--- config.mk ---
export PLATFORM = sky130hd
export DESIGN_NAME = cacheDataStore
export DESIGN_NICKNAME = d
export VERILOG_FILES = /design/src/hw/cachePkg.sv /design/src/hw/cacheDataStore.sv
export SDC_FILE = /design/constraint.sdc
export NUM_CORES = 2
export LEC_CHECK = 0
export BUFFER_PORTS_ARGS = -buffer_cell sky130_fd_sc_hd__buf_2
export CORE_ASPECT_RATIO = 0.5
export CORE_MARGIN = 5
export CORE_UTILIZATION = 50
export DETAILED_ROUTE_END_ITERATION = 12
export PLACE_DENSITY = 0.64
export SLEW_MARGIN = 20
export SYNTH_ARGS = -nofsm -noshare
export SYNTH_HDL_FRONTEND = slang
export SYNTH_SLANG_ARGS = --single-unit
--- constraint.sdc ---
create_clock -name clk -period 3.3 [get_ports clk]
set_input_delay 0.495 -clock clk [delete_from_list [all_inputs] [get_ports clk]]
set_output_delay 0.495 -clock clk [all_outputs]
set_load 0.02 [all_outputs]
--- src/hw/cachePkg.sv ---
package cachePkg;

  // Data and address widths seen by the processor and the bus
  typedef logic [31:0] wordT;
  typedef logic [31:0] addrT;

  // One enable per byte lane
  typedef logic [3:0] byteMaskT;

  // Word position inside a block
  typedef logic [1:0] wordOffsetT;

  // Block length in words, also the beats per burst
  localparam int wordsPerBlock = 4;

  // Byte and word-offset bits below the set index
  localparam int blockOffsetBits = 4;

  // Load/store request from the processor
  typedef struct packed {
    logic     read;
    logic     write;
    addrT     addr;
    wordT     wdata;
    byteMaskT byteMask;
  } cpuReqT;

  // One bus beat, held until busReady
  typedef struct packed {
    logic request;
    logic write;
    addrT addr;
    wordT wdata;
  } busReqT;

endpackage
--- src/hw/cacheDataStore.sv ---
module cacheDataStore #(
  parameter int numSets = 16,
  localparam int indexBits = $clog2(numSets)
) (
  input  logic                 clk,
  input  logic [indexBits-1:0] index,
  input  logic                 way,
  input  cachePkg::wordOffsetT wordOffset,
  input  logic                 write,
  input  cachePkg::byteMaskT   mask,
  input  cachePkg::wordT       wdata,
  output cachePkg::wordT       rdata
);

  // Set, way, word within the block
  cachePkg::wordT lines [numSets][2][cachePkg::wordsPerBlock];

  always_ff @(posedge clk) begin
    if (write) begin
      for (int b = 0; b < 4; b++) begin
        if (mask[b]) begin
          lines[index][way][wordOffset][8*b +: 8] <= wdata[8*b +: 8];
        end
      end
    end
  end

  // Asynchronous read serves hits and write-back beats alike
  assign rdata = lines[index][way][wordOffset];

endmodule

Word level (Yosys, flattened, before mapping)
Memory sizes are Yosys's and may differ from the RTL's.
Cells that the tools add are included.
{"block": "word_totals", "reg_bits": 0, "mem_bits_rw": 4096, "input_bits": 45, "word_cells": 1579, "memories": 1}
{"name": "lines", "depth": 16, "width": 256, "rd": 1, "rd_clocked_by_memory_dff": 0, "wr": 1, "line_no": "cacheDataStore.sv:16", "rtl": "cachePkg::wordT lines [numSets][2][cachePkg::wordsPerBlock];"}
{"block": "classes", "magnitude_cmp": 4, "mux": 802, "bitwise_logic": 770, "n_reduce_logical": 2}
{"operator": "2-to-1 mux 256 bit", "count": 4}
{"operator": "2-to-1 mux 128 bit", "count": 7}
{"operator": "2-to-1 mux 1 bit", "count": 776}
{"operator": "OR 1 bit", "count": 768}
{"operator": "demux 128 bit (select 1 bit)", "count": 4}
{"operator": "demux 32 bit (select 2 bit)", "count": 4}
{"operator": "2-to-1 mux 32 bit", "count": 3}
{"operator": "binary-select mux 32 bit (select 2 bit)", "count": 1}
{"operator": "2-to-1 mux 24 bit", "count": 1}
{"operator": "2-to-1 mux 16 bit", "count": 1}
{"operator": "2-to-1 mux 8 bit", "count": 1}
{"operator": "greater-or-equal comparator 3 bit, second input constant", "count": 1}
{"operator": "< comparator 3 x 1 -> 1 bit, second input constant", "count": 1}
{"operator": "NOT 2 -> 3 bit", "count": 1}
{"operator": "greater-or-equal comparator 2 bit, second input constant", "count": 1}
{"operator": "logical AND 1 bit", "count": 2}
{"operator": "< comparator 2 x 1 -> 1 bit, second input constant", "count": 1}
{"operator": "NOT 1 -> 2 bit", "count": 1}

Depth between registers and ports, before layout
{"block": "depth", "word_depth": 11, "depth_mapped": 10}

Least setup slack after synthesis
Ideal clock, no wire load.
{"block": "synth_path", "kind": "input port to output port", "start": "in index[1]", "end": "out rdata[24]", "t_arrival_ns": 2.771, "required_ns": 2.805, "slack_ns": 0.034, "path_stages": 8, "path_buffers": 4, "path_cell_list": "clkbuf_1 > clkbuf_1 > clkbuf_1 > clkbuf_1 > mux4_2 > a32oi_1 > nand4_1 > or4_1"}
{"block": "synth_between", "elab_chain_cells": 7}
{"element": "start: declaration", "line_no": "cacheDataStore.sv:6", "rtl": "input logic [indexBits-1:0] index,"}
{"element": "memory read (16 x 256 bit)"}
{"element": "2-to-1 mux 128 bit (implied by the code) (3 in series)", "line_no": "cacheDataStore.sv:29", "rtl": "assign rdata = lines[index][way][wordOffset];"}
{"element": "binary-select mux 32 bit (select 2 bit)", "line_no": "cacheDataStore.sv:29"}
{"element": "2-to-1 mux 32 bit (implied by the code) (2 in series)", "line_no": "cacheDataStore.sv:29"}
{"element": "end: declaration", "line_no": "cacheDataStore.sv:12", "rtl": "output cachePkg::wordT rdata"}
Every way passes these cells. The select of a mux whose other input is x is not followed.

Worst setup path in the final report
{"block": "layout_path", "start": "mem lines[6][225] in the netlist's numbering", "end": "out rdata[1]"}
{"block": "layout_between", "elab_chain_cells": 7}
{"element": "start: declaration", "line_no": "cacheDataStore.sv:16"}
{"element": "memory read (16 x 256 bit)"}
{"element": "2-to-1 mux 128 bit (implied by the code) (3 in series)", "line_no": "cacheDataStore.sv:29"}
{"element": "binary-select mux 32 bit (select 2 bit)", "line_no": "cacheDataStore.sv:29"}
{"element": "2-to-1 mux 32 bit (implied by the code) (2 in series)", "line_no": "cacheDataStore.sv:29"}
Every way passes these cells. The select of a mux whose other input is x is not followed.

==> impl_results.rst <==
.. list-table::
   :header-rows: 1

   * - Metric
     - Value
   * - Classification of the worst setup path
     - register to output pin
   * - # clock sinks
     - 4096
   * - CTS H-Tree Depth
     - 5
   * - Most common library cells after synthesis
     - sky130_fd_sc_hd__edfxtp_1 (4096), sky130_fd_sc_hd__mux2i_1 (1024), sky130_fd_sc_hd__nor2_1 (515), sky130_fd_sc_hd__mux4_2 (512), sky130_fd_sc_hd__clkbuf_1 (414)
   * - Fraction of the mapped netlist area in simple logic gates
     - 0.0423
   * - Number of slew-limit violations in the final report
     - 0
   * - Iteration count of the initial detailed-routing pass
     - 5
   * - Compound-gate portion of the synthesized area
     - 0.0316
   * - Buffers & Inverters on Critical Path
     - 2
   * - Post-synthesis share of cell area spent on xor and xnor gates
     - 0
   * - Static Leak
     - 0.0649 µW
   * - Count of antenna-violating nets left after detailed routing
     - 0
   * - Flip-flop count of the largest register after layout
     - 4096
   * - DIE WIDTH
     - 808 µm
   * - Share of flip-flops with an asynchronous set or reset
     - 0
   * - Kind of cell with the highest combined delay on the critical path
     - simple AND/OR/NAND/NOR gates
   * - Detailed-route wire length per cell
     - 29.9 µm
   * - Clock tree root driver cell
     - sky130_fd_sc_hd__clkbuf_16
   * - Yosys reg bits
     - 4096
   * - Final estimated routing congestion in global placement
     - 0.847
   * - Wire length of the first global-routing pass
     - 604 mm
   * - Synth Area in Adders
     - 0
   * - Time the worst path needs with I/O delays and setup
     - 4.06 ns
   * - Number of max-cap violations
     - 0
   * - Netlist Area Pre-Place
     - 159000 µm²
   * - Most repeated cell in the gate-level netlist after synthesis
     - sky130_fd_sc_hd__edfxtp_1
   * - Die Outline Area
     - 330000 µm²
   * - Register with the most flip-flops
     - lines
   * - Final setup violation count
     - 32
   * - Total Wirelength
     - 425 mm
   * - Cells after synthesis
     - 8404
   * - Num rows
     - 146
   * - Share of synthesized area occupied by flip-flops and latches
     - 0.773
   * - Synth area leaders
     - sky130_fd_sc_hd__edfxtp_1 (77%), sky130_fd_sc_hd__mux4_2 (7.3%), sky130_fd_sc_hd__mux2i_1 (6.4%), sky130_fd_sc_hd__a22oi_1 (1.4%), sky130_fd_sc_hd__nor2_1 (1.2%)
   * - Startpoint of the worst hold path
     - wdata[8]
   * - Top_reg_cell synth
     - sky130_fd_sc_hd__edfxtp_1
   * - Count of port buffers added during placement
     - 76
   * - Setup repair after global routing missed its margin
     - yes
   * - Final cell utilization of the core
     - 0.602
   * - Leading registers by flop count
     - lines: 4096 flops
   * - Number of distinct standard cells referenced by the synthesized netlist
     - 28
   * - Area overhead of the layout relative to synthesis
     - 19.9%
   * - Final hold violations
     - 0
   * - Stage delay of the slowest cell on the critical path
     - 0.66 ns
   * - Status
     - finished with violations
   * - Net count after synthesis
     - 8449
   * - Cts bufs inserted
     - 361
   * - TritonCTS clock tree
     - built
   * - Power density over cell area
     - 553 nW/µm²
   * - DR DRC count
     - 0
   * - CP startpoint
     - lines[6][225]
   * - Vias in the first global route
     - 84500
   * - Crit path setup slack, layout
     - -0.765 ns
   * - Slew headroom
     - 0.331
   * - CTS max path bufs
     - 4
   * - Clock input transition at the sequential cells of the worst setup and hold paths
     - 0.07 ns
   * - Pin count of the biggest net entering global routing
     - 129
   * - Post-synth EDFFs
     - 4096
   * - Net count of the finished layout
     - 9753
   * - Max rail drop VDD
     - 0.418 mV
   * - Global Route Usage Sum
     - 0.250
   * - Slew of the pin with the lowest slew margin
     - 1.00 ns
   * - Fraction of synthesized area in multiplexers
     - 0.137
   * - Iter 0 DRT Violations
     - 11000
   * - Placeable core area
     - 317000 µm²
   * - Estimated wirelength of the detail-placed design
     - 268 mm
   * - CP Max Fanout
     - 1
   * - Portion of synthesized cell area occupied by the leading cell type
     - 0.773
   * - Die Span Y
     - 409 µm
   * - Req. time, crit path
     - 2.80 ns
   * - Ratio of routed vias to standard cells
     - 6.09
   * - Worst Setup End Kind
     - output pin
   * - I/O pin count
     - 77
   * - Initial antenna violation count
     - 38
   * - Path class of the lowest-slack min-delay path
     - input pin to register
   * - Largest area contributor in the netlist
     - sky130_fd_sc_hd__edfxtp_1
   * - Starting Density
     - 0.502
   * - Proportion of layout cells with a drive suffix above 1
     - 0.283
   * - Total Negative Setup Slacks
     - -14.06 ns
   * - Cell breakdown of the critical path
     - mux4_2 -> and3_4 -> a31oi_4 -> nand4_1 -> buf_4 -> or4_4 -> buf_6
   * - Setup crit start kind
     - register
   * - Post-route fraction of the period consumed by the critical path
     - 1.23
   * - Vias
     - 86600
   * - Data arrival, critical path
     - 3.57 ns
   * - Main combinational cell family by area after synthesis
     - multiplexers
   * - YS warnings
     - 0
   * - Violated checks
     - negative setup slack
   * - CP max stage cell
     - sky130_fd_sc_hd__or4_4
   * - Synth Area per Inst
     - 18.9 µm²
   * - Total gr overflow
     - 0
   * - Highest clock rate
     - 0.246 GHz
[stage by stage]
stage	hold slack, ns	cell area [µm²]	std cells	setup slack, ns	power, µW
3_5_place_dp	0.956	175000	13500	-1.04	64200
5_1_grt	0.0385	191000	14200	-0.843	108000
2_1_floorplan	0.594	159000	8404	0.0345	61000
6_report	0.0832	191000	14200	-0.765	105000
4_1_cts	0.00219	189000	14200	-0.850	106000
3_3_place_gp	0.944	175000	13500	-1.04	64100
[final cells by class]
cell class | count | area [µm²]
fill | 22400 | 126000
sequential | 4096 | 123000
clock inverter | 193 | 1680
antenna | 9 | 22.5
timing repair buffer | 1516 | 15100
tap | 4218 | 5280
clock buffer | 457 | 9650
multi-input combinational | 3733 | 35900
[report_power, final]
| part | total (µW) | switching, µW | internal, µW |
|---|---|---|---|
| Clock | 41600 | 18500 | 23100 |
| Sequential | 57300 | 25.3 | 57300 |
| Combinational | 6390 | 3910 | 2490 |
[cells by family after synthesis]
group,count (synthesis)
AOI/OAI and AO/OA,768
buffers and inverters,575
DFF,4096
muxes,1536
and+or+nand+nor,1429
[layer usage]
metal	vias to the layer above	share of wire	global-route usage	wire, µm
li1	36700	-	-	-
met1	45000	0.41	0.367	175000
met2	4209	0.46	0.385	196000
met3	645	0.099	0.0506	42100
met4	14	0.029	0.0675	12300
met5	-	0.00022	0	92
[cell usage in the layout (no fill, tap or decap), types with 50 or more instances in the layout]
cell type	Yosys	routed
sky130_fd_sc_hd__nand3_1	260	240
sky130_fd_sc_hd__buf_4	9	1192
sky130_fd_sc_hd__mux4_2	512	512
sky130_fd_sc_hd__and3_4	0	82
sky130_fd_sc_hd__a31oi_1	192	99
sky130_fd_sc_hd__clkinv_2	0	63
sky130_fd_sc_hd__and3_1	197	115
sky130_fd_sc_hd__a22oi_1	288	269
sky130_fd_sc_hd__nand2_1	268	255
sky130_fd_sc_hd__nand4_1	128	128
sky130_fd_sc_hd__clkbuf_16	0	392
sky130_fd_sc_hd__clkinv_1	0	86
sky130_fd_sc_hd__buf_6	27	66
sky130_fd_sc_hd__buf_12	0	166
sky130_fd_sc_hd__a32oi_1	60	50
sky130_fd_sc_hd__nor2_1	515	514
sky130_fd_sc_hd__a31oi_4	0	60
sky130_fd_sc_hd__edfxtp_1	4096	4096
sky130_fd_sc_hd__mux2i_1	1024	999
sky130_fd_sc_hd__a21oi_1	228	226
sky130_fd_sc_hd__clkbuf_1	414	84
[final timing paths]
kind | to | slack [ns] | cells past startpoint
worst max-delay path | rdata[1] | -0.76 | 7
worst min-delay path | lines[6][200] | 0.08 | 1
[what timing repair did]
action                                 4_1_cts  5_1_grt
endpoints found under the hold margin       41        0
buffers inserted                            49       26
hold buffers                                 2        0
setup endpoints to repair                   32       32
gates cloned                                16       20
pin swaps                                  104       66
gates resized for setup                    364      163
(Power assumes the default switching activity.)
