==> config.mk <==
export PLATFORM = sky130hd
export DESIGN_NAME = cacheController
export DESIGN_NICKNAME = d
export VERILOG_FILES = /design/src/hw/cachePkg.sv /design/src/hw/cacheController.sv
export SDC_FILE = /design/constraint.sdc
export NUM_CORES = 1
export LEC_CHECK = 0
export ABC_AREA = 0
export BUFFER_PORTS_ARGS = -buffer_cell sky130_fd_sc_hd__buf_4
export CAP_MARGIN = 20
export CORE_AREA = 2 2 72 74
export DETAILED_ROUTE_END_ITERATION = 8
export DIE_AREA = 0 0 74 76
export HOLD_SLACK_MARGIN = 0.08
export PLACE_DENSITY = 0.76
export SKIP_LAST_GASP = 1
export SLEW_MARGIN = 10
export SYNTH_ARGS = -nofsm -noshare
export SYNTH_HDL_FRONTEND = slang
export SYNTH_SLANG_ARGS = --single-unit
==> constraint.sdc <==
create_clock -name clk -period 3.3 [get_ports clk]
set_input_delay 0.165 -clock clk [delete_from_list [all_inputs] [get_ports clk]]
set_output_delay 0.165 -clock clk [all_outputs]
set_load 0.005 [all_outputs]
==> src/hw/cachePkg.sv <==
package cachePkg;

  // Data and address widths seen by the processor and the bus
  typedef logic [31:0] wordT;
  typedef logic [31:0] addrT;

  // One enable per byte lane
  typedef logic [3:0] byteMaskT;

  // Word position inside a block
  typedef logic [1:0] wordOffsetT;

  // Block length in words, also the beats per burst
  localparam int wordsPerBlock = 4;

  // Byte and word-offset bits below the set index
  localparam int blockOffsetBits = 4;

  // Load/store request from the processor
  typedef struct packed {
    logic     read;
    logic     write;
    addrT     addr;
    wordT     wdata;
    byteMaskT byteMask;
  } cpuReqT;

  // One bus beat, held until busReady
  typedef struct packed {
    logic request;
    logic write;
    addrT addr;
    wordT wdata;
  } busReqT;

endpackage
==> src/hw/cacheController.sv <==
module cacheController #(
  parameter int numSets = 16,
  localparam int indexBits = $clog2(numSets),
  localparam int tagBits = 32 - cachePkg::blockOffsetBits - indexBits
) (
  input  logic                   clk,
  input  logic                   reset,
  input  cachePkg::cpuReqT       cpuReq,
  input  logic                   flush,
  input  logic                   hit,
  input  logic                   hitWay,
  input  logic                   victimWay,
  input  logic                   victimDirty,
  input  logic [tagBits-1:0]     victimTag,
  input  logic                   busReady,
  output logic                   stall,
  output cachePkg::busReqT       busReq,
  output logic [indexBits-1:0]   index,
  output logic                   way,
  output cachePkg::wordOffsetT   wordOffset,
  output logic                   dataWrite,
  output cachePkg::byteMaskT     dataMask,
  output logic                   useBusData,
  output logic                   tagWrite,
  output logic                   setDirty,
  output logic                   cleanLine,
  output logic                   touchLru
);

  localparam cachePkg::wordOffsetT lastBeat =
    cachePkg::wordOffsetT'(cachePkg::wordsPerBlock - 1);

  typedef enum logic [1:0] {
    readyState,
    writebackState,
    memReadState,
    flushState
  } stateT;

  stateT state, nextState;

  cachePkg::wordOffsetT beatCount;
  logic                 flushing;
  // Flush position, set index above the way bit
  logic [indexBits:0]   flushCount;
  logic                 missWay;
  logic                 active;
  logic                 miss;
  logic                 storeHit;
  logic                 beat;
  logic                 burstDone;
  logic [tagBits-1:0]   reqTag;
  logic [tagBits-1:0]   busTag;

  assign active = cpuReq.read | cpuReq.write;
  assign reqTag = cpuReq.addr[31 -: tagBits];
  assign miss = (state == readyState) & active & ~hit;
  assign storeHit = (state == readyState) & active & hit & cpuReq.write;
  assign beat = busReq.request & busReady;
  assign burstDone = beat & (beatCount == lastBeat);

  always_comb begin
    nextState = state;
    case (state)
      readyState: begin
        if (flush) begin
          nextState = flushState;
        end else if (miss) begin
          nextState = victimDirty ? writebackState : memReadState;
        end
      end
      writebackState: begin
        // A flush write-back returns to the walk
        if (burstDone) begin
          nextState = flushing ? flushState : memReadState;
        end
      end
      memReadState: begin
        if (burstDone) begin
          nextState = readyState;
        end
      end
      flushState: begin
        if (victimDirty) begin
          nextState = writebackState;
        end else if (&flushCount) begin
          nextState = readyState;
        end
      end
      default: nextState = readyState;
    endcase
  end

  always_ff @(posedge clk, posedge reset) begin
    if (reset) begin
      state <= readyState;
      beatCount <= '0;
      flushing <= 1'b0;
      flushCount <= '0;
      missWay <= 1'b0;
    end else begin
      state <= nextState;
      // Wraps to zero after the fourth beat
      if (beat) begin
        beatCount <= beatCount + 1'b1;
      end
      if (state == readyState && flush) begin
        flushing <= 1'b1;
      end else if (state == flushState && nextState == readyState) begin
        flushing <= 1'b0;
      end
      // Step only past clean lines, ends back at zero
      if (state == flushState && !victimDirty) begin
        flushCount <= flushCount + 1'b1;
      end
      if (miss) begin
        missWay <= victimWay;
      end
    end
  end

  assign index = flushing ? flushCount[indexBits:1]
                          : cpuReq.addr[cachePkg::blockOffsetBits +: indexBits];

  always_comb begin
    if (flushing) begin
      way = flushCount[0];
    end else if (state == readyState) begin
      way = hit ? hitWay : victimWay;
    end else begin
      way = missWay;
    end
  end

  assign stall = (state != readyState) | (active & ~hit);

  // Write-backs go to the victim's block, refills to the requested one
  assign busTag = (state == writebackState) ? victimTag : reqTag;

  always_comb begin
    busReq = '0;
    busReq.request = (state == writebackState) | (state == memReadState);
    busReq.write = (state == writebackState);
    busReq.addr = {busTag, index, beatCount, 2'b00};
  end

  assign wordOffset = (state == readyState) ? cpuReq.addr[3:2] : beatCount;
  assign dataWrite = storeHit | ((state == memReadState) & beat);
  assign dataMask = (state == memReadState) ? 4'hf : cpuReq.byteMask;
  assign useBusData = (state == memReadState);

  assign tagWrite = (state == memReadState) & burstDone;
  assign setDirty = storeHit;
  assign cleanLine = (state == writebackState) & burstDone;
  assign touchLru = (state == readyState) & active & hit;

  assert property (@(posedge clk) disable iff (reset)
    state == readyState |-> !busReq.request);

  assert property (@(posedge clk) disable iff (reset)
    !(setDirty && beat));

  // The refilled line must hit as soon as we are back in ready
  assert property (@(posedge clk) disable iff (reset)
    (state == memReadState && burstDone) |=> hit);

endmodule

Yosys cells after proc, flatten, opt, wreduce, memory -nomap -nowiden
Cells that the tools add are included.
{"block": "totals", "input_bits": 102, "register_bits": 11, "elab_cells": 53}
{"block": "classes", "add_sub_neg": 2, "mux": 18, "eq_ne": 4, "bitwise_logic": 15, "reduce_logical": 9}
{"cell": "$mux 24", "count": 1}
{"cell": "$mux 2", "count": 8}
{"cell": "$and 1x1->1", "count": 10}
{"cell": "$mux 4", "count": 2}
{"cell": "$pmux 2 s4", "count": 1}
{"cell": "$eq 2x2->1 const B", "count": 3}
{"cell": "$mux 1", "count": 6}
{"cell": "$add 5x1->5 const B", "count": 1}
{"cell": "$reduce_and 5->1", "count": 1}
{"cell": "$logic_not 2->1", "count": 2}
{"cell": "$or 1x1->1", "count": 4}
{"cell": "$reduce_bool 2->1", "count": 2}
{"cell": "$logic_and 1x1->1", "count": 3}
{"cell": "$add 2x1->2 const B", "count": 1}
{"cell": "$eq 2x1->1 const B", "count": 1}
{"cell": "$logic_not 1->1", "count": 1}
{"cell": "$not 1->1", "count": 1}

Depth between registers and ports, before layout
Gate-level depths: netlist of the first run.
{"block": "logic_depth", "ltp_word": 10, "depth_mapped": 8, "mapped_depth_nobuf": 7}

Worst setup path after synthesis of the first run
Ideal clock, no wire load.
{"block": "synth_path", "path_type": "register to register", "from": "register state[0]", "to": "register flushing", "arrival_time_ns": 1.699, "path_buffers": 0, "path_stages_with_launch": 8, "required_ns": 3.234, "synth_period_minus_slack_ns": 1.765, "path_slack_ns": 1.535, "path_cell_list": "dfrtp_1 > inv_1 > ha_1 > and3_1 > nand2b_1 > a32o_1 > o31ai_2 > a31o_1"}
{"item": "start: declaration", "line": "cacheController.sv:40", "text": "stateT state, nextState;"}
{"item": "start signal: assignment", "line": "cacheController.sv:96", "text": "state <= readyState;"}
{"item": "start signal: assignment", "line": "cacheController.sv:102", "text": "state <= nextState;"}
{"item": "end signal: assignment", "line": "cacheController.sv:98", "text": "flushing <= 1'b0;"}
{"item": "end signal: assignment", "line": "cacheController.sv:108", "text": "flushing <= 1'b1;"}
{"item": "end signal: assignment", "line": "cacheController.sv:110", "text": "flushing <= 1'b0;"}
{"item": "end: declaration", "line": "cacheController.sv:43", "text": "logic flushing;"}

==> flow_summary.yaml, run 1 <==
critical_path:
  worstSetupStartpoint: "state[1]"
  critical_path_required_ns: 3.13
  end_kind: "output port"
  cp-start-kind: "flip-flop"
  crit_fanout: 25
  setup.worst_path.class: "reg2out"
  rr_startpoint: "state[0]"
  worstPathArrival_ns: 1.88
  reg2reg_slack_ns: 1.38
  worstRegToRegCells: 7
  endpoint: "busReq[54]"
  r2r_end: "flushing"
grt:
  grt_pass1_vias: 1300
  grt.total_usage_pct: 13.9
  gr-usage-met3_pct: 7.28
  grt_pass1_wl_um: 6040
  overflow: 0
  antenna_found_initial: 0
  gr-usage-met2_pct: 24.0
  grt_max_degree: 26
  top_usage_layer: "met2"
  grt_use_met1_pct: 13.7
drt:
  drt-wirelength-per-cell_um: 12.3
  vias: 1401
  vias_per_cell: 4.16
  drt-pass1-iter-count: 4
  drtIter0Drc: 33
  wl_um: 4150
  drc: 0
  postRouteAntennaNets: 0
floorplan:
  io_pins: 186
  dieArea_um2: 5620
  dieHeight_um: 76
  row_count: 26
  dieWidth_um: 74
  initial_core_util_pct: 28.7
  core_um2: 4910
synth:
  synth_top_family_by_area: "multiplexers"
  synth-compound-area-share_pct: 7.19
  synthMuxAreaShare_pct: 27.9
  syn_avg_cell_area_um2: 9.10
  synthCells: 155
  synth-simple-area-share_pct: 11.6
  syn_area_um2: 1410
  synth_cell_types: 30
  synth-adder-area-share_pct: 7.10
  synthXorXnorAreaFrac_pct: 2.48
  ys_seq_elements: 11
  synth_seq_area_share_pct: 19.5
  ys_warn_count: 0
place:
  dp_hpwl_um: 3590
  gp_congestion: 0.828
  placed_area_um2: 2190
  io_buffers: 117
power:
  p_int_mw: 0.968
  p_per_area_nw_per_um2: 688
  power_leakage_nw: 1.20
  combPwrFrac_pct: 72.7
  p_switching_mw: 0.576
  p_clk_share_pct: 9.0
  ir_drop_mv: 0.388
  switching_share_pct: 37.3
  power_frac_seq_pct: 18.3
sta:
  setup_viol: 0
  slew_viol_final: 0
  rsz0062_at_grt: "false"
  tns_ns: 0
  hold_viol: 0
  timing.final.crit_share_pct: 62.0
  fmax_mhz: 488
  layout_min_cycle_time_ns: 2.05
  fin_skew_ns: 0.00657
cts:
  clockBufferDepth: 2
  clk_pin_slew_ns: 0.05
  numCtsBuffers: 3
  cts_tree: "built"
  clk-insertion-delay-late_ns: 0.25
  h-tree-depth: 1
  clk_root_buffer_cell: "clkbuf_8"
  clkSinkCount: 11
cells_and_area:
  fin_area_um2: 2240
  synthToLayoutAreaGrowth_pct: 59.1
  n_fill_cell: 486
  drive_above_1_share_pct: 60.7
  multi_input_area_um2: 921
  nets: 378
  fin_util_pct: 45.7
  seq_area_um2: 275
  diodes: 0
flow_run:
  max-cap-violations: 0
run_status:
  status: "complete, no violations"
min_path:
  hold_class: "in2reg"
==> stage by stage <==
step / total power, mW / setup slack [ns] / cells / hold WS [ns]
after floorplan: 0.960 / 1.54 / 188 / 0.0174
after global placement: 1.39 / 1.41 / 332 / 0.183
after detailed placement: 1.42 / 1.38 / 332 / 0.193
after CTS: 1.56 / 1.25 / 337 / 0.155
after global routing: 1.67 / 1.14 / 337 / 0.163
final: 1.54 / 1.25 / 337 / 0.158
==> logic make-up after synthesis <==
kind of cell | Yosys count
AO/OA/AOI/OAI | 14
XOR/XNOR | 4
adder cells (fa/ha/maj) | 8
buffers and inverters | 49
flip-flops | 11
multiplexers | 35
other | 1
AND/OR/NAND/NOR | 33
==> critical path: stages, from the launching register on <==
cell and delay [ns]:
dfrtp_1 0.42, inv_1 0.12, ha_1 0.24, buf_4 0.32
mux2_2 0.39, buf_4 0.14
==> power groups by stage <==
stage,Clock [mW],Sequential [mW],Combinational (mW)
3_5_place_dp,0,0.285,1.13
3_3_place_gp,0,0.282,1.11
2_1_floorplan,0,0.252,0.708
5_1_grt,0.149,0.296,1.23
6_report,0.139,0.283,1.12
4_1_cts,0.143,0.284,1.14
==> how the worst min path moves through the flow <==
stage | endpoint | slack (ns) | cells past startpoint | start
detailed placement | flushCount[1] | 0.19 | 2 | reset
finish | missWay | 0.16 | 2 | victimWay
global placement | flushCount[1] | 0.18 | 2 | reset
global route | missWay | 0.16 | 2 | victimWay
CTS | missWay | 0.15 | 2 | victimWay
floorplan | beatCount[0] | 0.02 | 1 | reset
==> cell usage after synthesis <==
cell type | instances | share of area, %
buf_4 | 38 | 20
mux2_2 | 34 | 27
dfrtp_1 | 11 | 20
ha_1 | 8 | 7.1
nand2_1 | 8 | 2.1
nor2_1 | 8 | 2.1
inv_1 | 5 | 1.3
o21ai_0 | 5 | 1.8
or2_2 | 4 | 1.8
and3_1 | 3 | 1.3
buf_2 | 3 | 1.1
nand2b_1 | 3 | 1.3
nand3_1 | 3 | 1.1
xnor2_1 | 3 | 1.9
a21oi_1 | 2 | 0.71
clkbuf_1 | 2 | 0.53
nand4_1 | 2 | 0.89
a21o_1 | 1 | 0.53
a31o_1 | 1 | 0.62
a31o_2 | 1 | 0.62
a32o_1 | 1 | 0.71
a32oi_1 | 1 | 0.62
and2_1 | 1 | 0.44
and2b_1 | 1 | 0.53
buf_6 | 1 | 0.80
conb_1 | 1 | 0.27
mux2i_1 | 1 | 0.71
o21ba_2 | 1 | 0.71
o31ai_2 | 1 | 0.89
xor2_1 | 1 | 0.62
==> registers in the layout (all words and copies together), names as in the netlist <==
signal / count
state: 2
flushing: 1
flushCount: 5
beatCount: 2
missWay: 1
==> placed cells by master (no fill, tap or decap), types with 4 or more instances in the layout <==
cell	count
buf_4	118
mux2_2	34
conb_1	34
dfrtp_1	11
nand2_1	8
nor2_1	8
ha_1	8
o21ai_0	5
inv_1	5
or2_2	4
==> area by class of cell <==
class	count	area share [%]
multi-input cells	128	41.0
repair buffers	119	39.9
flip-flops and latches	11	12.3
well taps	70	3.90
clock buffers	4	2.01
inverters	5	0.837
==> layer usage <==
layer  vias to the layer above  share of wire [%]
met5                         -                  0
met4                         0                1.4
met3                         5                 16
met2                        95                 48
met1                       621                 34
li1                        680                  -
==> repair_timing <==
action,CTS,global route
gates resized for setup,0,0
hold buffers,1,0
endpoints found under the setup margin,0,0
buffers inserted,0,0
endpoints found under the hold margin,11,0
Power figures use the tool's default switching activity.
==> run 2: changes to the inputs <==
Settings changed: ABC_AREA 0 to 1, CORE_AREA 2 2 72 74 to default, CORE_ASPECT_RATIO from default to 0.7, CORE_UTILIZATION from default to 29, DIE_AREA 0 0 74 76 to default, PLACE_DENSITY 0.76 to 0.77.
Clock period 3.3 ns to 1.73 ns, I/O delays scaled along.
==> flow_summary.yaml, run 2 <==
floorplan:
  row_count: 21
  dieHeight_um: 61.1
  io_pins: 186
  dieArea_um2: 5290
  initial_core_util_pct: 30.3
  dieWidth_um: 86.5
  core_um2: 4780
critical_path:
  cp_top_family: "buffers and inverters"
  r2r_end: "flushing"
  worstSetupStartpoint: "state[0]"
  slowest_stage: "dfrtp_1"
  crit_fanout: 6
  worstRegToRegCells: 13
  slowest_delay_ns: 0.35
  reg2reg_slack_ns: 0.15
  worstPathArrival_ns: 1.56
  path_cells: "inv_1, buf_4, ha_2, buf_4, or2_2, buf_4"
  end_kind: "output port"
  crit_top_cell: "buf_4"
  critical_path_required_ns: 1.64
  setup.worst_path.class: "reg2out"
  worst-path-stages: 6
  endpoint: "dataMask[3]"
  rr_startpoint: "flushCount[0]"
  cp-start-kind: "flip-flop"
  crit_buf_inv: 4
cells_and_area:
  diodes: 0
  fin_util_pct: 49.0
  top_register: "flushCount"
  final_common_cell: "buf_4"
  largestRegisters: "flushCount (5), beatCount (2), state (2)"
  synthToLayoutAreaGrowth_pct: 61.7
  final_cell_mix: "buf_4, nand2_1, conb_1"
  drive_above_1_share_pct: 40.2
  instances_no_fill: 425
  largest_reg_flops: 5
  nets: 467
run_status:
  status: "complete, no violations"
synth:
  synthTopCellsByCount: "nand2_1, buf_4, inv_1"
  ys_seq_elements: 11
  synth_top_cell_by_area: "nand2_1"
  syn_area_um2: 1450
  ys_warn_count: 0
  synth_area_leaders: "nand2_1, buf_4, dfrtp_1, ha_1, inv_1"
  synth_ff_type: "dfrtp_1"
  synth_top_area_share_pct: 29.3
  synthCells: 239
  async_flop_share_pct: 100
  synth-edff-count: 0
  synth_cell_types: 25
  syn_avg_cell_area_um2: 6.06
  synth_seq_area_share_pct: 19.0
  synth_most_common_cell: "nand2_1"
cts:
  clkSinkCount: 11
  numCtsBuffers: 3
  clk-insertion-delay-late_ns: 0.25
  h-tree-depth: 1
  clk_root_buffer_cell: "clkbuf_8"
  clockBufferDepth: 2
  cts_tree: "built"
  postCtsSetupBuffers: 0
  clk_pin_slew_ns: 0.06
grt:
  grt_pass1_vias: 1373
  overflow: 0
  grt_max_degree: 27
  grt.total_usage_pct: 13.5
  grt_pass1_wl_um: 5650
  antenna_found_initial: 0
power:
  p_int_mw: 1.79
  p_per_area_nw_per_um2: 1380
  power_frac_seq_pct: 15.3
  p_switching_mw: 1.43
  switching_share_pct: 44.3
  combPwrFrac_pct: 76.1
  p_clk_share_pct: 8.6
  ir_drop_mv: 0.673
  power_leakage_nw: 1.43
  power_mw: 3.22
drt:
  drt-pass1-iter-count: 4
  vias_per_cell: 3.89
  drtIter0Drc: 19
  drt-wirelength-per-cell_um: 9.32
  wl_um: 3960
  postRouteAntennaNets: 0
  routed.top_layer: "met4"
  vias: 1653
  wl_met1_um: 1660
  drc: 0
  wl_met2_um: 1950
  met3_length_um: 289
min_path:
  hold_class: "in2reg"
place:
  gp_congestion: 0.875
  dp_slack_ns: 0.125
  dp_hpwl_um: 3290
  dp.cells: 420
  io_buffers: 117
sta:
  layout_min_cycle_time_ns: 1.64
  fin_skew_ns: 0.000956
  fmax_mhz: 609
  hold_viol: 0
  slew_viol_final: 0
  fin_ws_ns: 0.0872
  timing.final.crit_share_pct: 95.0
  tns_ns: 0
  setup_viol: 0
  rsz0062_at_grt: "false"
flow_run:
  max-cap-violations: 0
## run 2: changes by cell type after synthesis, moves of 3 or more
cell      previous run  this run
nand2_1              8       113
mux2_2              34         0
inv_1                5        20
nand3_1              3         7
and3_1               3         0
nand2b_1             3         0
## run 2: layout make-up
cell class                      instances  area, µm²
Inverter                               22       90.1
Tap cell                               69       86.3
Sequential cell                        11        275
Multi-Input combinational cell        194        897
Clock inverter                          1       5.00
Clock buffer                            3       41.3
Fill cell                             514       2440
Timing Repair Buffer                  125        947
## run 2: layer usage
| metal | global-route usage (%) | vias to the layer above |
|---|---|---|
| met2 | 25.6 | 65 |
| met3 | 2.28 | 5 |
| met4 | 6.90 | 0 |
| met1 | 15.1 | 701 |
| met5 | 0 | - |
| li1 | - | 882 |
## run 2: metrics by stage
stage	hold slack (ns)	instance area (µm²)
after floorplan	-0.0611	1570
after global placement	0.112	2260
after detailed placement	0.120	2260
after CTS	0.121	2320
after global routing	0.135	2340
final	0.122	2340
## run 2: kinds of logic after synthesis
| family | count (synthesis) | synth area share [%] |
|---|---|---|
| and+or+nand+nor | 138 | 39.2 |
| buffers and inverters | 67 | 28.5 |
| DFF | 11 | 19.0 |
| AOI/OAI and AO/OA | 10 | 3.71 |
| adders and majority gates | 8 | 6.91 |
| xor gates and xnor gates | 4 | 2.42 |
| other | 1 | 0.259 |
## run 2: power by group through the flow
stage | logic (mW) | clock network, mW | registers [mW]
floorplan | 1.37 | 0 | 0.472
finish | 2.45 | 0.277 | 0.493
global placement | 2.39 | 0 | 0.489
global route | 2.77 | 0.297 | 0.513
CTS | 2.43 | 0.285 | 0.491
detailed placement | 2.44 | 0 | 0.495
## run 2: how the worst min path moves through the flow
stage	start	endpoint	cells after the start
final	victimWay	missWay	3
after global routing	victimWay	missWay	3
after CTS	victimDirty	flushCount[4]	4
after detailed placement	reset	missWay	2
after global placement	reset	flushCount[0]	2
after floorplan	reset	beatCount[0]	1
## run 2: worst min-delay path: cells and delay by family
kind	cells	cell delay (ns)
AO/OA/AOI/OAI	1	0.08
buffers and inverters	2	0.15
## run 2: timing repair
| item | CTS | global route |
|---|---|---|
| gates resized for setup | 0 | 8 |
| hold endpoints to repair | 12 | 0 |
| endpoints found under the setup margin | 1 | 31 |
| hold buffers | 2 | 0 |
