$ cat config.mk
export PLATFORM = sky130hd
export DESIGN_NAME = cacheTagStore
export DESIGN_NICKNAME = d
export VERILOG_FILES = /design/src/hw/cachePkg.sv /design/src/hw/cacheTagStore.sv
export SDC_FILE = /design/constraint.sdc
export NUM_CORES = 1
export LEC_CHECK = 0
export CAP_MARGIN = 40
export CORE_MARGIN = 5
export CORE_UTILIZATION = 45
export CTS_BUF_LIST = sky130_fd_sc_hd__clkbuf_16
export DETAILED_ROUTE_END_ITERATION = 8
export DONT_BUFFER_PORTS = 1
export PLACE_DENSITY = 0.63
export SLEW_MARGIN = 20
export SYNTH_ARGS = -nofsm -noshare
export SYNTH_HDL_FRONTEND = slang
export SYNTH_SLANG_ARGS = --single-unit
$ cat constraint.sdc
create_clock -name clk -period 4.5 [get_ports clk]
set_clock_uncertainty 0.1 [all_clocks]
set_input_delay 0.9 -clock clk [delete_from_list [all_inputs] [get_ports clk]]
set_output_delay 0.9 -clock clk [all_outputs]
set_load 0.01 [all_outputs]
$ cat src/hw/cachePkg.sv
package cachePkg;

  // Data and address widths seen by the processor and the bus
  typedef logic [31:0] wordT;
  typedef logic [31:0] addrT;

  // One enable per byte lane
  typedef logic [3:0] byteMaskT;

  // Word position inside a block
  typedef logic [1:0] wordOffsetT;

  // Block length in words, also the beats per burst
  localparam int wordsPerBlock = 4;

  // Byte and word-offset bits below the set index
  localparam int blockOffsetBits = 4;

  // Load/store request from the processor
  typedef struct packed {
    logic     read;
    logic     write;
    addrT     addr;
    wordT     wdata;
    byteMaskT byteMask;
  } cpuReqT;

  // One bus beat, held until busReady
  typedef struct packed {
    logic request;
    logic write;
    addrT addr;
    wordT wdata;
  } busReqT;

endpackage
$ cat src/hw/cacheTagStore.sv
module cacheTagStore #(
  parameter int numSets = 16,
  localparam int indexBits = $clog2(numSets),
  localparam int tagBits = 32 - cachePkg::blockOffsetBits - indexBits
) (
  input  logic                 clk,
  input  logic                 reset,
  input  logic [indexBits-1:0] index,
  input  logic [tagBits-1:0]   reqTag,
  input  logic                 tagWrite,
  input  logic                 setDirty,
  input  logic                 cleanLine,
  input  logic                 touchLru,
  input  logic                 way,
  output logic                 hit,
  output logic                 hitWay,
  output logic                 victimWay,
  output logic                 victimDirty,
  output logic [tagBits-1:0]   victimTag
);

  logic [tagBits-1:0]      tags [numSets][2];
  logic [numSets-1:0][1:0] valid;
  logic [numSets-1:0][1:0] dirty;
  // Least recently used way of each set
  logic [numSets-1:0]      lru;
  logic [1:0]              wayHit;

  always_comb begin
    for (int w = 0; w < 2; w++) begin
      wayHit[w] = valid[index][w] && (tags[index][w] == reqTag);
    end
  end

  assign hit = |wayHit;
  assign hitWay = wayHit[1];

  // Fill an empty way before evicting anything
  assign victimWay = !valid[index][0] ? 1'b0 :
                     !valid[index][1] ? 1'b1 : lru[index];

  // Line state at the way the controller selects
  assign victimDirty = dirty[index][way];
  assign victimTag = tags[index][way];

  always_ff @(posedge clk, posedge reset) begin
    if (reset) begin
      valid <= '0;
      dirty <= '0;
      lru <= '0;
    end else begin
      if (tagWrite) begin
        valid[index][way] <= 1'b1;
        dirty[index][way] <= 1'b0;
      end
      if (setDirty) begin
        dirty[index][way] <= 1'b1;
      end
      if (cleanLine) begin
        dirty[index][way] <= 1'b0;
      end
      if (touchLru) begin
        lru[index] <= ~way;
      end
    end
  end

  always_ff @(posedge clk) begin
    if (tagWrite) begin
      tags[index][way] <= reqTag;
    end
  end

  assert property (@(posedge clk) disable iff (reset) !(wayHit[0] && wayHit[1]));

endmodule

# After elaboration in Yosys (flattened, before gate mapping)
# Memory sizes are Yosys's and may differ from the RTL's.
# Index checks and enable logic that the tools add are counted.
dict set report totals {
  romBits 0
  memories 1
  in_bits 35
  reg_bits 80
  word_cells 82
  ram_bits 768
  latch_bits 0
}
dict set report op_classes {
  n_bitwise 7
  n_div 0
  n_shift 0
  magnitude_cmp 6
  n_eq_ne 2
  reduce_logical 6
  mul 0
  n_addsub 0
  mux 27
}
# memory depth word_bits rd rd_ports_with_merged_regs wr line_no
set memory_table {}
lappend memory_table {tags 16 48 1 0 1 cacheTagStore.sv:22} ;# logic [tagBits-1:0] tags [numSets][2];
# op n
set ops {}
lappend ops {{$mux 24} 4}
lappend ops {{$mux 32} 3}
lappend ops {{$and 32x32->32} 2}
lappend ops {{$or 32x32->32} 2}
lappend ops {{$eq 24x24->1} 2}
lappend ops {{$mux 48} 1}
lappend ops {{$not 32->32} 1}
lappend ops {{$demux 24 s1} 1}
lappend ops {{$bmux 2 s4} 2}
lappend ops {{$bwmux 16} 1}
lappend ops {{$demux 2 s4} 1}
lappend ops {{$mux 1} 8}
lappend ops {{$mux 2} 3}
lappend ops {{$logic_and 1x1->1} 5}
lappend ops {{$lt 4x5->1 const B} 1}
lappend ops {{$bmux 1 s4} 1}
lappend ops {{$demux 1 s4} 1}
lappend ops {{$ge 4x1->1 const B} 1}
lappend ops {{$ge 2x2->1 const B} 1}
lappend ops {{$lt 1x2->1 const B} 1}
lappend ops {{$lt 2x1->1 const B} 1}
lappend ops {{$not 1->2} 1}
lappend ops {{$reduce_or 2->1} 1}
lappend ops {{$demux 1 s1} 1}
lappend ops {{other kinds (2)} 2}

# Depth between registers and ports, before layout
# Gate-level depths: netlist of run 1.
dict set report logic_depth {
  word_depth 13
  mapped_depth 14
  ltp_nobuf 8
}

# Worst setup path before layout of run 1
# Ideal clock, no wire load.
dict set report synth_path {
  path_kind {in2reg}
  start {in index[1]}
  end {mem tags[14][24] in the netlist's numbering (enable)}
  n_path_buf 8
  cell_stages 11
  setup_slack_ps -251
  t_arrival_ps 4214
  cell_sequence {buf_6 buf_12 buf_12 buf_8 buf_6 buf_2 buf_2 nor2b_1 nand2_1 clkbuf_1 nor3_1}
}
# item line_no
set synth_lines {}
lappend synth_lines {{start: declaration} cacheTagStore.sv:8} ;# input logic [indexBits-1:0] index,
lappend synth_lines {{end: declaration} cacheTagStore.sv:22}
# No word-level cell before the write port.

# Worst setup path after layout of run 1
dict set report layout_path {
  start {in index[1]}
  end {out hitWay}
}
dict set report layout_between {
  elab_chain_len 3
  elab_cells_between_ends 5
  classes_between {eq/ne: 1; mux: 2; reduce/logical: 1; memory: 1}
}
# item line_no
set layout_rtl {}
lappend layout_rtl {{$mem_v2 16x48 / $bmux 2 s4 (equally long branches)} -}
lappend layout_rtl {{$eq 24x24->1 / $mux 2 (equally long branches)} cacheTagStore.sv:31} ;# wayHit[w] = valid[index][w] && (tags[index][w] == reqTag);
lappend layout_rtl {{$logic_and 1x1->1 (*)} cacheTagStore.sv:31}
lappend layout_rtl {{end: declaration} cacheTagStore.sv:16} ;# output logic hitWay,
# Every way passes the cells marked *; elsewhere a longest branch is shown, timed or not. The select of a mux whose other input is x is not followed.

==> reports/metrics.cfg, run 1 <==
[clock_tree]
postCtsSetupBuffers=0
cts-htree-levels=3
clockBufferDepth=3
clock_insertion_delay_worst_skew_ps=630
clockRootBuffer=clkbuf_16
tritoncts_buffers=85
numClockSinks=848
clkSlewWorstSetupHoldPaths_ps=60
cts_tree=built

[final_layout]
final_layout_size_suffix_gt1_frac=0.235
antenna_fix_cells=0
count_of_nets_after_finishing=2031
synthToLayoutAreaGrowth_pct=12.3
layout.cell_area.non_filler_um2=39600
finalCoreUtilization=0.510
final_cell_count_no_fill=3101

[power]
power-per-cell-area_nw_per_um2=427
power.ir.vdd_worst_v=0.000252
report.power.total_mw=16.9
p_leak_nw=13.1

[synthesis]
synth.yosys.warnings=0
synth_seq_cells=848
yosysSeqAreaShare=0.711
synth-main-ff-cell=edfxtp_1
synthArstFlopShare=0.0943
synthesis.instances=1937
syn-mean-instance-area_um2=18.2
synth_fp_nets=1972
number_of_synthesized_flops_with_an_enable_pin=768
synth_cell_type_count=67
synth.cell_area_um2=35200

[sta]
max_freq_mhz=207
finalMaxSlewViolations=0
timing.max_slew.rel_slack=0.387
worstMarginPinSlew_ps=920
fin_crit_ps=4830
hold_violations=0
holdWs_ps=248
fin_crit_sh=1.07
setup_total_negative_slack_ps=-555
postLayoutSetupSlackWorst_ps=-329
setup_viol_count_final=2

[critical_path]
worst_ep_required_time_ps=3500
worstSetupEndpointType=primary output
most_numerous_cell_on_the_critical_path=buf_4
critical_path_class=in2out
cp_max_fanout=265
critical_path_arrival_ps=3830
timing.critical_path.from=index[1]
crit_slowest_cell=mux4_2
critical_register_to_register_path_startpoint=dirty[23]
critical_path.cell_chain=mux4_2 > nand2_1 > nand2_1 > mux2i_1 > buf_4 > xnor2_1 > nand4_1 > nor4_2 > buf_4 > buf_4
cp-start-kind=primary input
max_stage_delay_ps=760

[die]
floorplan.initialDensity=0.454
chipWidth_um=290
die_h_um=290
die_area_um2=84000
row_count=102
top_level_ports=63
core_region_um2=77600

[global_route]
groute.layer.met1.usage=0.305
antenna_violations_before_repair=2
global_route.peak_usage_layer=met2
pin_count_of_the_biggest_net_entering_global_routing=266
met3_global_route_usage=0.0626
first_pass_grt_wire_length_um=139000
grtUsageMet2=0.366
via_count_of_the_first_global_routing_pass=19185
grt_remaining_overflow=0
grtUsageTotal=0.226

[status]
failed_checks=negative setup slack
status=complete, but fails checks

[routing]
detail_route.first_pass.iterations=5
final_antenna_net_count=0
vias=19145
initialDrtViolationCount=2199
finalWirelength_um=97100
wire_per_inst_um=31.3
vias_per_cell=6.17
drt_drc_violations_left=0

[place]
port_buffers=0
place_hpwl_um=55000
pre_cts_ws_ps=83.9
place_area_um2=36800
placedCellCount=2948
gp_congestion=0.875

[min_path]
holdCritPathClass=in2reg
min-delay-start=reqTag[14]

[run]
maxCapViolCount=0

## per-layer routing
metal / share of wire / wire length, um
met5: 0.00013 / 13
met4: 0.031 / 3000
met3: 0.092 / 8930
met2: 0.49 / 47200
met1: 0.39 / 38000
## power by group
| group | switching [mW] | internal (mW) | total [mW] |
|---|---|---|---|
| Clock | 3.01 | 3.87 | 6.88 |
| Combinational | 0.587 | 0.530 | 1.12 |
| Sequential | 0.0855 | 8.80 | 8.88 |
| Total | 3.68 | 13.2 | 16.9 |
## logic make-up after synthesis
logic type      after synthesis  share of synthesized area
flops                       848                      0.711
compound gates              257                     0.0489
xor+xnor                     50                     0.0124
mux                         329                      0.163
buf+inv                     136                     0.0241
simple gates                317                     0.0399
## area by class of cell
| class | instances | area [um^2] |
|---|---|---|
| fill | 6266 | 38000 |
| sequential | 848 | 25100 |
| multi-input combinational | 953 | 9640 |
| clock buffer | 85 | 2130 |
| tap | 1040 | 1300 |
| timing repair buffer | 87 | 763 |
| clock inverter | 67 | 598 |
| inverter | 21 | 81.3 |
## synth_stat cells, types with 16 or more instances
cell type	count	area share
a21oi_1	25	0.0036
clkbuf_1	39	0.0042
a22oi_1	24	0.0051
mux2i_1	123	0.035
nand3_1	17	0.0024
inv_1	18	0.0019
mux4_1	17	0.013
nor3_1	19	0.0027
nor2_1	83	0.0088
xnor2_1	35	0.0087
o21ai_0	100	0.014
dfrtp_1	80	0.057
a32oi_1	20	0.0050
buf_6	16	0.0051
mux4_2	173	0.11
or2_2	33	0.0059
edfxtp_1	768	0.65
a221oi_1	22	0.0055
nand2_1	136	0.014
buf_2	25	0.0036
## cells in the final DEF (no fill, tap or decap), types with 19 or more instances in the layout
cell       instances
a21oi_1           25
a221oi_1          22
a22oi_1           23
a32oi_1           20
buf_4             77
clkbuf_16         85
clkinv_1          19
dfrtp_1           80
edfxtp_1         768
inv_1             35
mux2i_1          122
mux4_2           177
nand2_1          135
nor2_1            62
nor2_4            20
o21ai_0           97
or2_2             33
xnor2_1           34
## critical path: cells and delay by family
| kind | cells | cell delay [ps] |
|---|---|---|
| multiplexers | 2 | 950 |
| AND/OR/NAND/NOR | 4 | 890 |
| buffers and inverters | 3 | 490 |
| XOR/XNOR | 1 | 170 |
## worst paths after layout
| kind | endpoint | slack, ps | depth (start not counted) |
|---|---|---|---|
| min | tags[11][38] | 250 | 0 |
| max | hitWay | -330 | 10 |
| max in group asynchronous | valid[11] | 3110 | 3 |
| max reg2reg | dirty[23] | 3550 | 2 |
| min reg2reg | valid[27] | 360 | 1 |
| min in group asynchronous | lru[8] | 540 | 2 |
## state kept, by name, indices dropped and copies added, names as in the netlist
signal / cells
lru: 16
valid: 32
tags: 768
dirty: 32
## repair_timing
item | 4_1_cts | 5_1_grt
endpoints found under the setup margin | 0 | 2
resized for setup | 0 | 26
hold endpoints to repair | 7 | 0
hold buffers | 1 | 0
(Power assumes the default switching activity.)
==> run 2: changes to the inputs <==
--- a/config.mk
+++ b/config.mk
@@ -5,6 +5,7 @@
 export SDC_FILE = /design/constraint.sdc
 export NUM_CORES = 1
 export LEC_CHECK = 0
+export ABC_AREA = 1
 export CAP_MARGIN = 40
 export CORE_MARGIN = 5
 export CORE_UTILIZATION = 45
==> run 2 against run 1 <==
Effect of this change:
- combinational power is 12% higher
- the flow still finishes with violations (negative setup slack)
- routed wire length is 7.7% higher
- register-to-register slack better by 30 ps
- design area is 3.7% higher
- flip-flop and latch count stayed put
- utilization is 1.1 points higher
- highest routed layer is now met4
- synthesized cell count is 77% higher
- clock-buffer cell count is 8 higher
- global-route usage is 1.4 points higher
- worst setup slack better by 25 ps
- largest power group unchanged
- hold slack worse by 5.0 ps
==> reports/metrics.cfg, run 2 <==
[power]
p_sw_mw=3.99  ; was 3.68 mW
internal_cell_power_mw=13.6  ; was 13.2 mW
report.power.total_mw=17.6  ; was 16.9 mW
sequentialPowerShare=0.506  ; was 0.526
power_share_of_the_clock_group=0.423  ; was 0.408
power.ir.vdd_worst_v=0.000251  ; was 0.000252 V
comb_power_share=0.071  ; was 0.066
power-per-cell-area_nw_per_um2=428  ; was 427 nW/um^2
p_leak_nw=16.5  ; was 13.1 nW
sw_frac_of_total=0.227  ; was 0.218

[final_layout]
layout.cell_area.non_filler_um2=41000  ; was 39,600 um^2
finalCoreUtilization=0.521  ; was 0.510
mostFrequentLayoutCells=nand2_1 (1,740), edfxtp_1 (768), nor2_1 (143), o21ai_0 (126), inv_1 (123)  ; was edfxtp_1 (768), mux4_2 (177), nand2_1 (135), mux2i_1 (122), o21ai_0 (97)
top_regs=tags x768, dirty x32, valid x32  ; unchanged
n_fill_cell=6788  ; was 6,266
synthToLayoutAreaGrowth_pct=15.0  ; was 12.3%
final_layout_size_suffix_gt1_frac=0.0949  ; was 0.235
max_flop_register=tags  ; unchanged
largest_reg_flops=768  ; unchanged
total_area_of_multi_input_combinational_cells_um2=9750  ; was 9640 um^2
ff_latch_area_um2=25100  ; unchanged
count_of_nets_after_finishing=3541  ; was 2,031
final_cell_count_no_fill=4632  ; was 3,101
mostFrequentLayoutCell=nand2_1  ; was edfxtp_1

[routing]
vias=25088  ; was 19,145
wire_per_inst_um=22.6  ; was 31.3 um
initialDrtViolationCount=2771  ; was 2,199
finalWirelength_um=105000  ; was 97,100 um
vias_per_cell=5.42  ; was 6.17
final_antenna_net_count=0  ; unchanged
detail_route.first_pass.iterations=6  ; was 5
drt_drc_violations_left=0  ; unchanged

[place]
place_hpwl_um=58500  ; was 55,000 um
port_buffers=0  ; unchanged
place_area_um2=38000  ; was 36,800 um^2
gp_congestion=0.855  ; was 0.875
placedCellCount=4463  ; was 2,948

[global_route]
grtUsageTotal=0.241  ; was 0.226
grt_remaining_overflow=0  ; unchanged
first_pass_grt_wire_length_um=154000  ; was 139,000 um
pin_count_of_the_biggest_net_entering_global_routing=256  ; was 266
via_count_of_the_first_global_routing_pass=23604  ; was 19,185
antenna_violations_before_repair=1  ; was 2

[status]
status=complete, but fails checks  ; unchanged
failed_checks=negative setup slack  ; unchanged

[clock_tree]
cts_tree=built  ; unchanged
clockRootBuffer=clkbuf_16  ; unchanged
postCtsSetupBuffers=0  ; unchanged
clock_insertion_delay_worst_skew_ps=650  ; was 630 ps
tritoncts_buffers=90  ; was 85
numClockSinks=848  ; unchanged
cts-htree-levels=3  ; unchanged
clockBufferDepth=3  ; unchanged
clkSlewWorstSetupHoldPaths_ps=60  ; about the same

[sta]
finalMaxSlewViolations=0  ; unchanged
worstMarginPinSlew_ps=811  ; was 920 ps
setup_viol_count_final=2  ; unchanged
timing.max_slew.rel_slack=0.460  ; was 0.387
max_freq_mhz=208  ; was 207 MHz
postLayoutSetupSlackWorst_ps=-304  ; was -329 ps
fin_crit_sh=1.07  ; about the same
fin_crit_ps=4800  ; was 4830 ps
setup_total_negative_slack_ps=-593  ; was -555 ps
rsz0062_at_grt=false
hold_violations=0  ; unchanged

[critical_path]
max_stage_delay_ps=700  ; was 760 ps
crit_slowest_cell=nor2_4  ; was mux4_2
most_numerous_cell_on_the_critical_path=nand2_1  ; was buf_4
critical_path.cell_chain=nor2_4 > buf_12 > buf_4 > nand2_1 > nand2_1 > o21ai_0 > nand2_1 > o21ai_0 > nand2_1 > nand2_1 > nor2_1 > nand2_1 > nor2_1 > nand2_1 > nand2_1  ; was mux4_2 > nand2_1 > nand2_1 > mux2i_1 > buf_4 > xnor2_1 > nand4_1 > nor4_2 > buf_4 > buf_4
critPathTopFamily=simple AND/OR/NAND/NOR gates  ; was multiplexers
cp_num_buf_inv=2  ; was 3
cp_max_fanout=255  ; was 265
cp-start-kind=primary input  ; unchanged
worst_ep_required_time_ps=3500  ; about the same
critical_path_class=in2out  ; unchanged
critical_path_arrival_ps=3800  ; was 3830 ps
worstSetupEndpointType=primary output  ; unchanged

[synthesis]
synthMostInstantiatedCell=nand2_1  ; was edfxtp_1
largest_family_of_logic_cells_by_synthesized_area=simple AND/OR/NAND/NOR gates  ; was multiplexers
synth_largest_type_area_fraction=0.647  ; was 0.654
synth_seq_cells=848  ; unchanged
yosys-mux-area-fraction=0  ; was 0.163
synth-main-ff-cell=edfxtp_1  ; unchanged
synth_fp_nets=3473  ; was 1,972
synth.yosys.warnings=0  ; unchanged
synth-xor-area-share=0  ; was 0.0124
synth_cell_type_count=26  ; was 67
synth_common_cells=nand2_1 (1,741), edfxtp_1 (768), nor2_1 (180)  ; was edfxtp_1 (768), mux4_2 (173), nand2_1 (136)
syn-mean-instance-area_um2=10.4  ; was 18.2 um^2
number_of_synthesized_flops_with_an_enable_pin=768  ; unchanged
yosysSeqAreaShare=0.703  ; was 0.711
synth_compound_area_frac=0.0459  ; was 0.0489
synth_largest_area_cell=edfxtp_1  ; unchanged
synth_adder_area_share=0  ; unchanged
synth.top_cells.by_area=edfxtp_1 (65%), nand2_1 (18%), dfrtp_1 (5.6%)  ; was edfxtp_1 (65%), mux4_2 (11%), dfrtp_1 (5.7%)
synthesis.instances=3438  ; was 1,937
post_synth_and_or_nand_nor_area_fraction=0.220  ; was 0.0399
synth.cell_area_um2=35700  ; was 35,200 um^2
synthArstFlopShare=0.0943  ; unchanged

[run]
maxCapViolCount=0  ; unchanged

[die]
top_level_ports=63  ; unchanged
die_h_um=292  ; was 290 um
die_area_um2=85000  ; was 84,000 um^2
floorplan.initialDensity=0.453  ; was 0.454
row_count=103  ; was 102
chipWidth_um=292  ; was 290 um
core_region_um2=78700  ; was 77,600 um^2

[min_path]
holdCritPathClass=in2reg  ; unchanged

[run 2: worst paths after layout]
kind | startpoint | end | slack [ps] | cells after the start
hold / removal | touchLru | lru[3] | 240 | 1
min in group asynchronous | reset | dirty[28] | 590 | 2
setup / recovery | index[0] | hit | -300 | 15
setup reg to reg | valid[4] | valid[4] | 3580 | 1
max in group asynchronous | reset | dirty[14] | 2770 | 4
hold reg to reg | valid[1] | valid[1] | 360 | 2
[run 2: power by group through the flow]
stage               combinational, mW  sequential [mW]  clock, mW
floorplan                       0.804             9.03          0
global placement                 1.21             9.05          0
detailed placement               1.23             9.05          0
CTS                              1.24             8.89       7.51
global route                     1.37             8.91       7.85
finish                           1.25             8.89       7.42
[run 2: area by class of cell]
| cell class | count | share of cell area |
|---|---|---|
| flip-flops and latches | 848 | 0.611 |
| multi-input cells | 2308 | 0.238 |
| clock buffers | 93 | 0.0567 |
| repair buffers | 139 | 0.0354 |
| well taps | 1050 | 0.0320 |
| clock inverters | 74 | 0.0156 |
| inverters | 119 | 0.0114 |
| diodes | 1 | 0.0000610 |
[run 2: cells by family (layout without fill, tap and decap cells)]
kind of cell           after synthesis  after routing
and+or+nand+nor                   2037           2037
AOI/OAI and AO/OA                  271            271
other                                0              1
DFF                                848            848
buffers and inverters              282            425
[run 2: through the flow]
stage / hold WS (ps) / worst slack [ps]
after floorplan: 324 / 854
after global placement: 335 / 273
after CTS: 208 / 228
after global routing: 216 / 35.5
after detailed placement: 344 / 257
final: 243 / -304
[run 2: timing repair]
item                       CTS  global route
setup endpoints to repair    0             2
hold buffers                 1             0
hold endpoints to repair    12             0
resized for setup            0             3
[run 2: metal layers]
metal | wire length [um] | up-vias | global-route usage
met5 | 0 | - | 0
met4 | 3350 | 0 | 0.0709
met3 | 8660 | 184 | 0.0413
met2 | 48300 | 1113 | 0.386
met1 | 44300 | 12199 | 0.342
li1 | - | 11592 | -
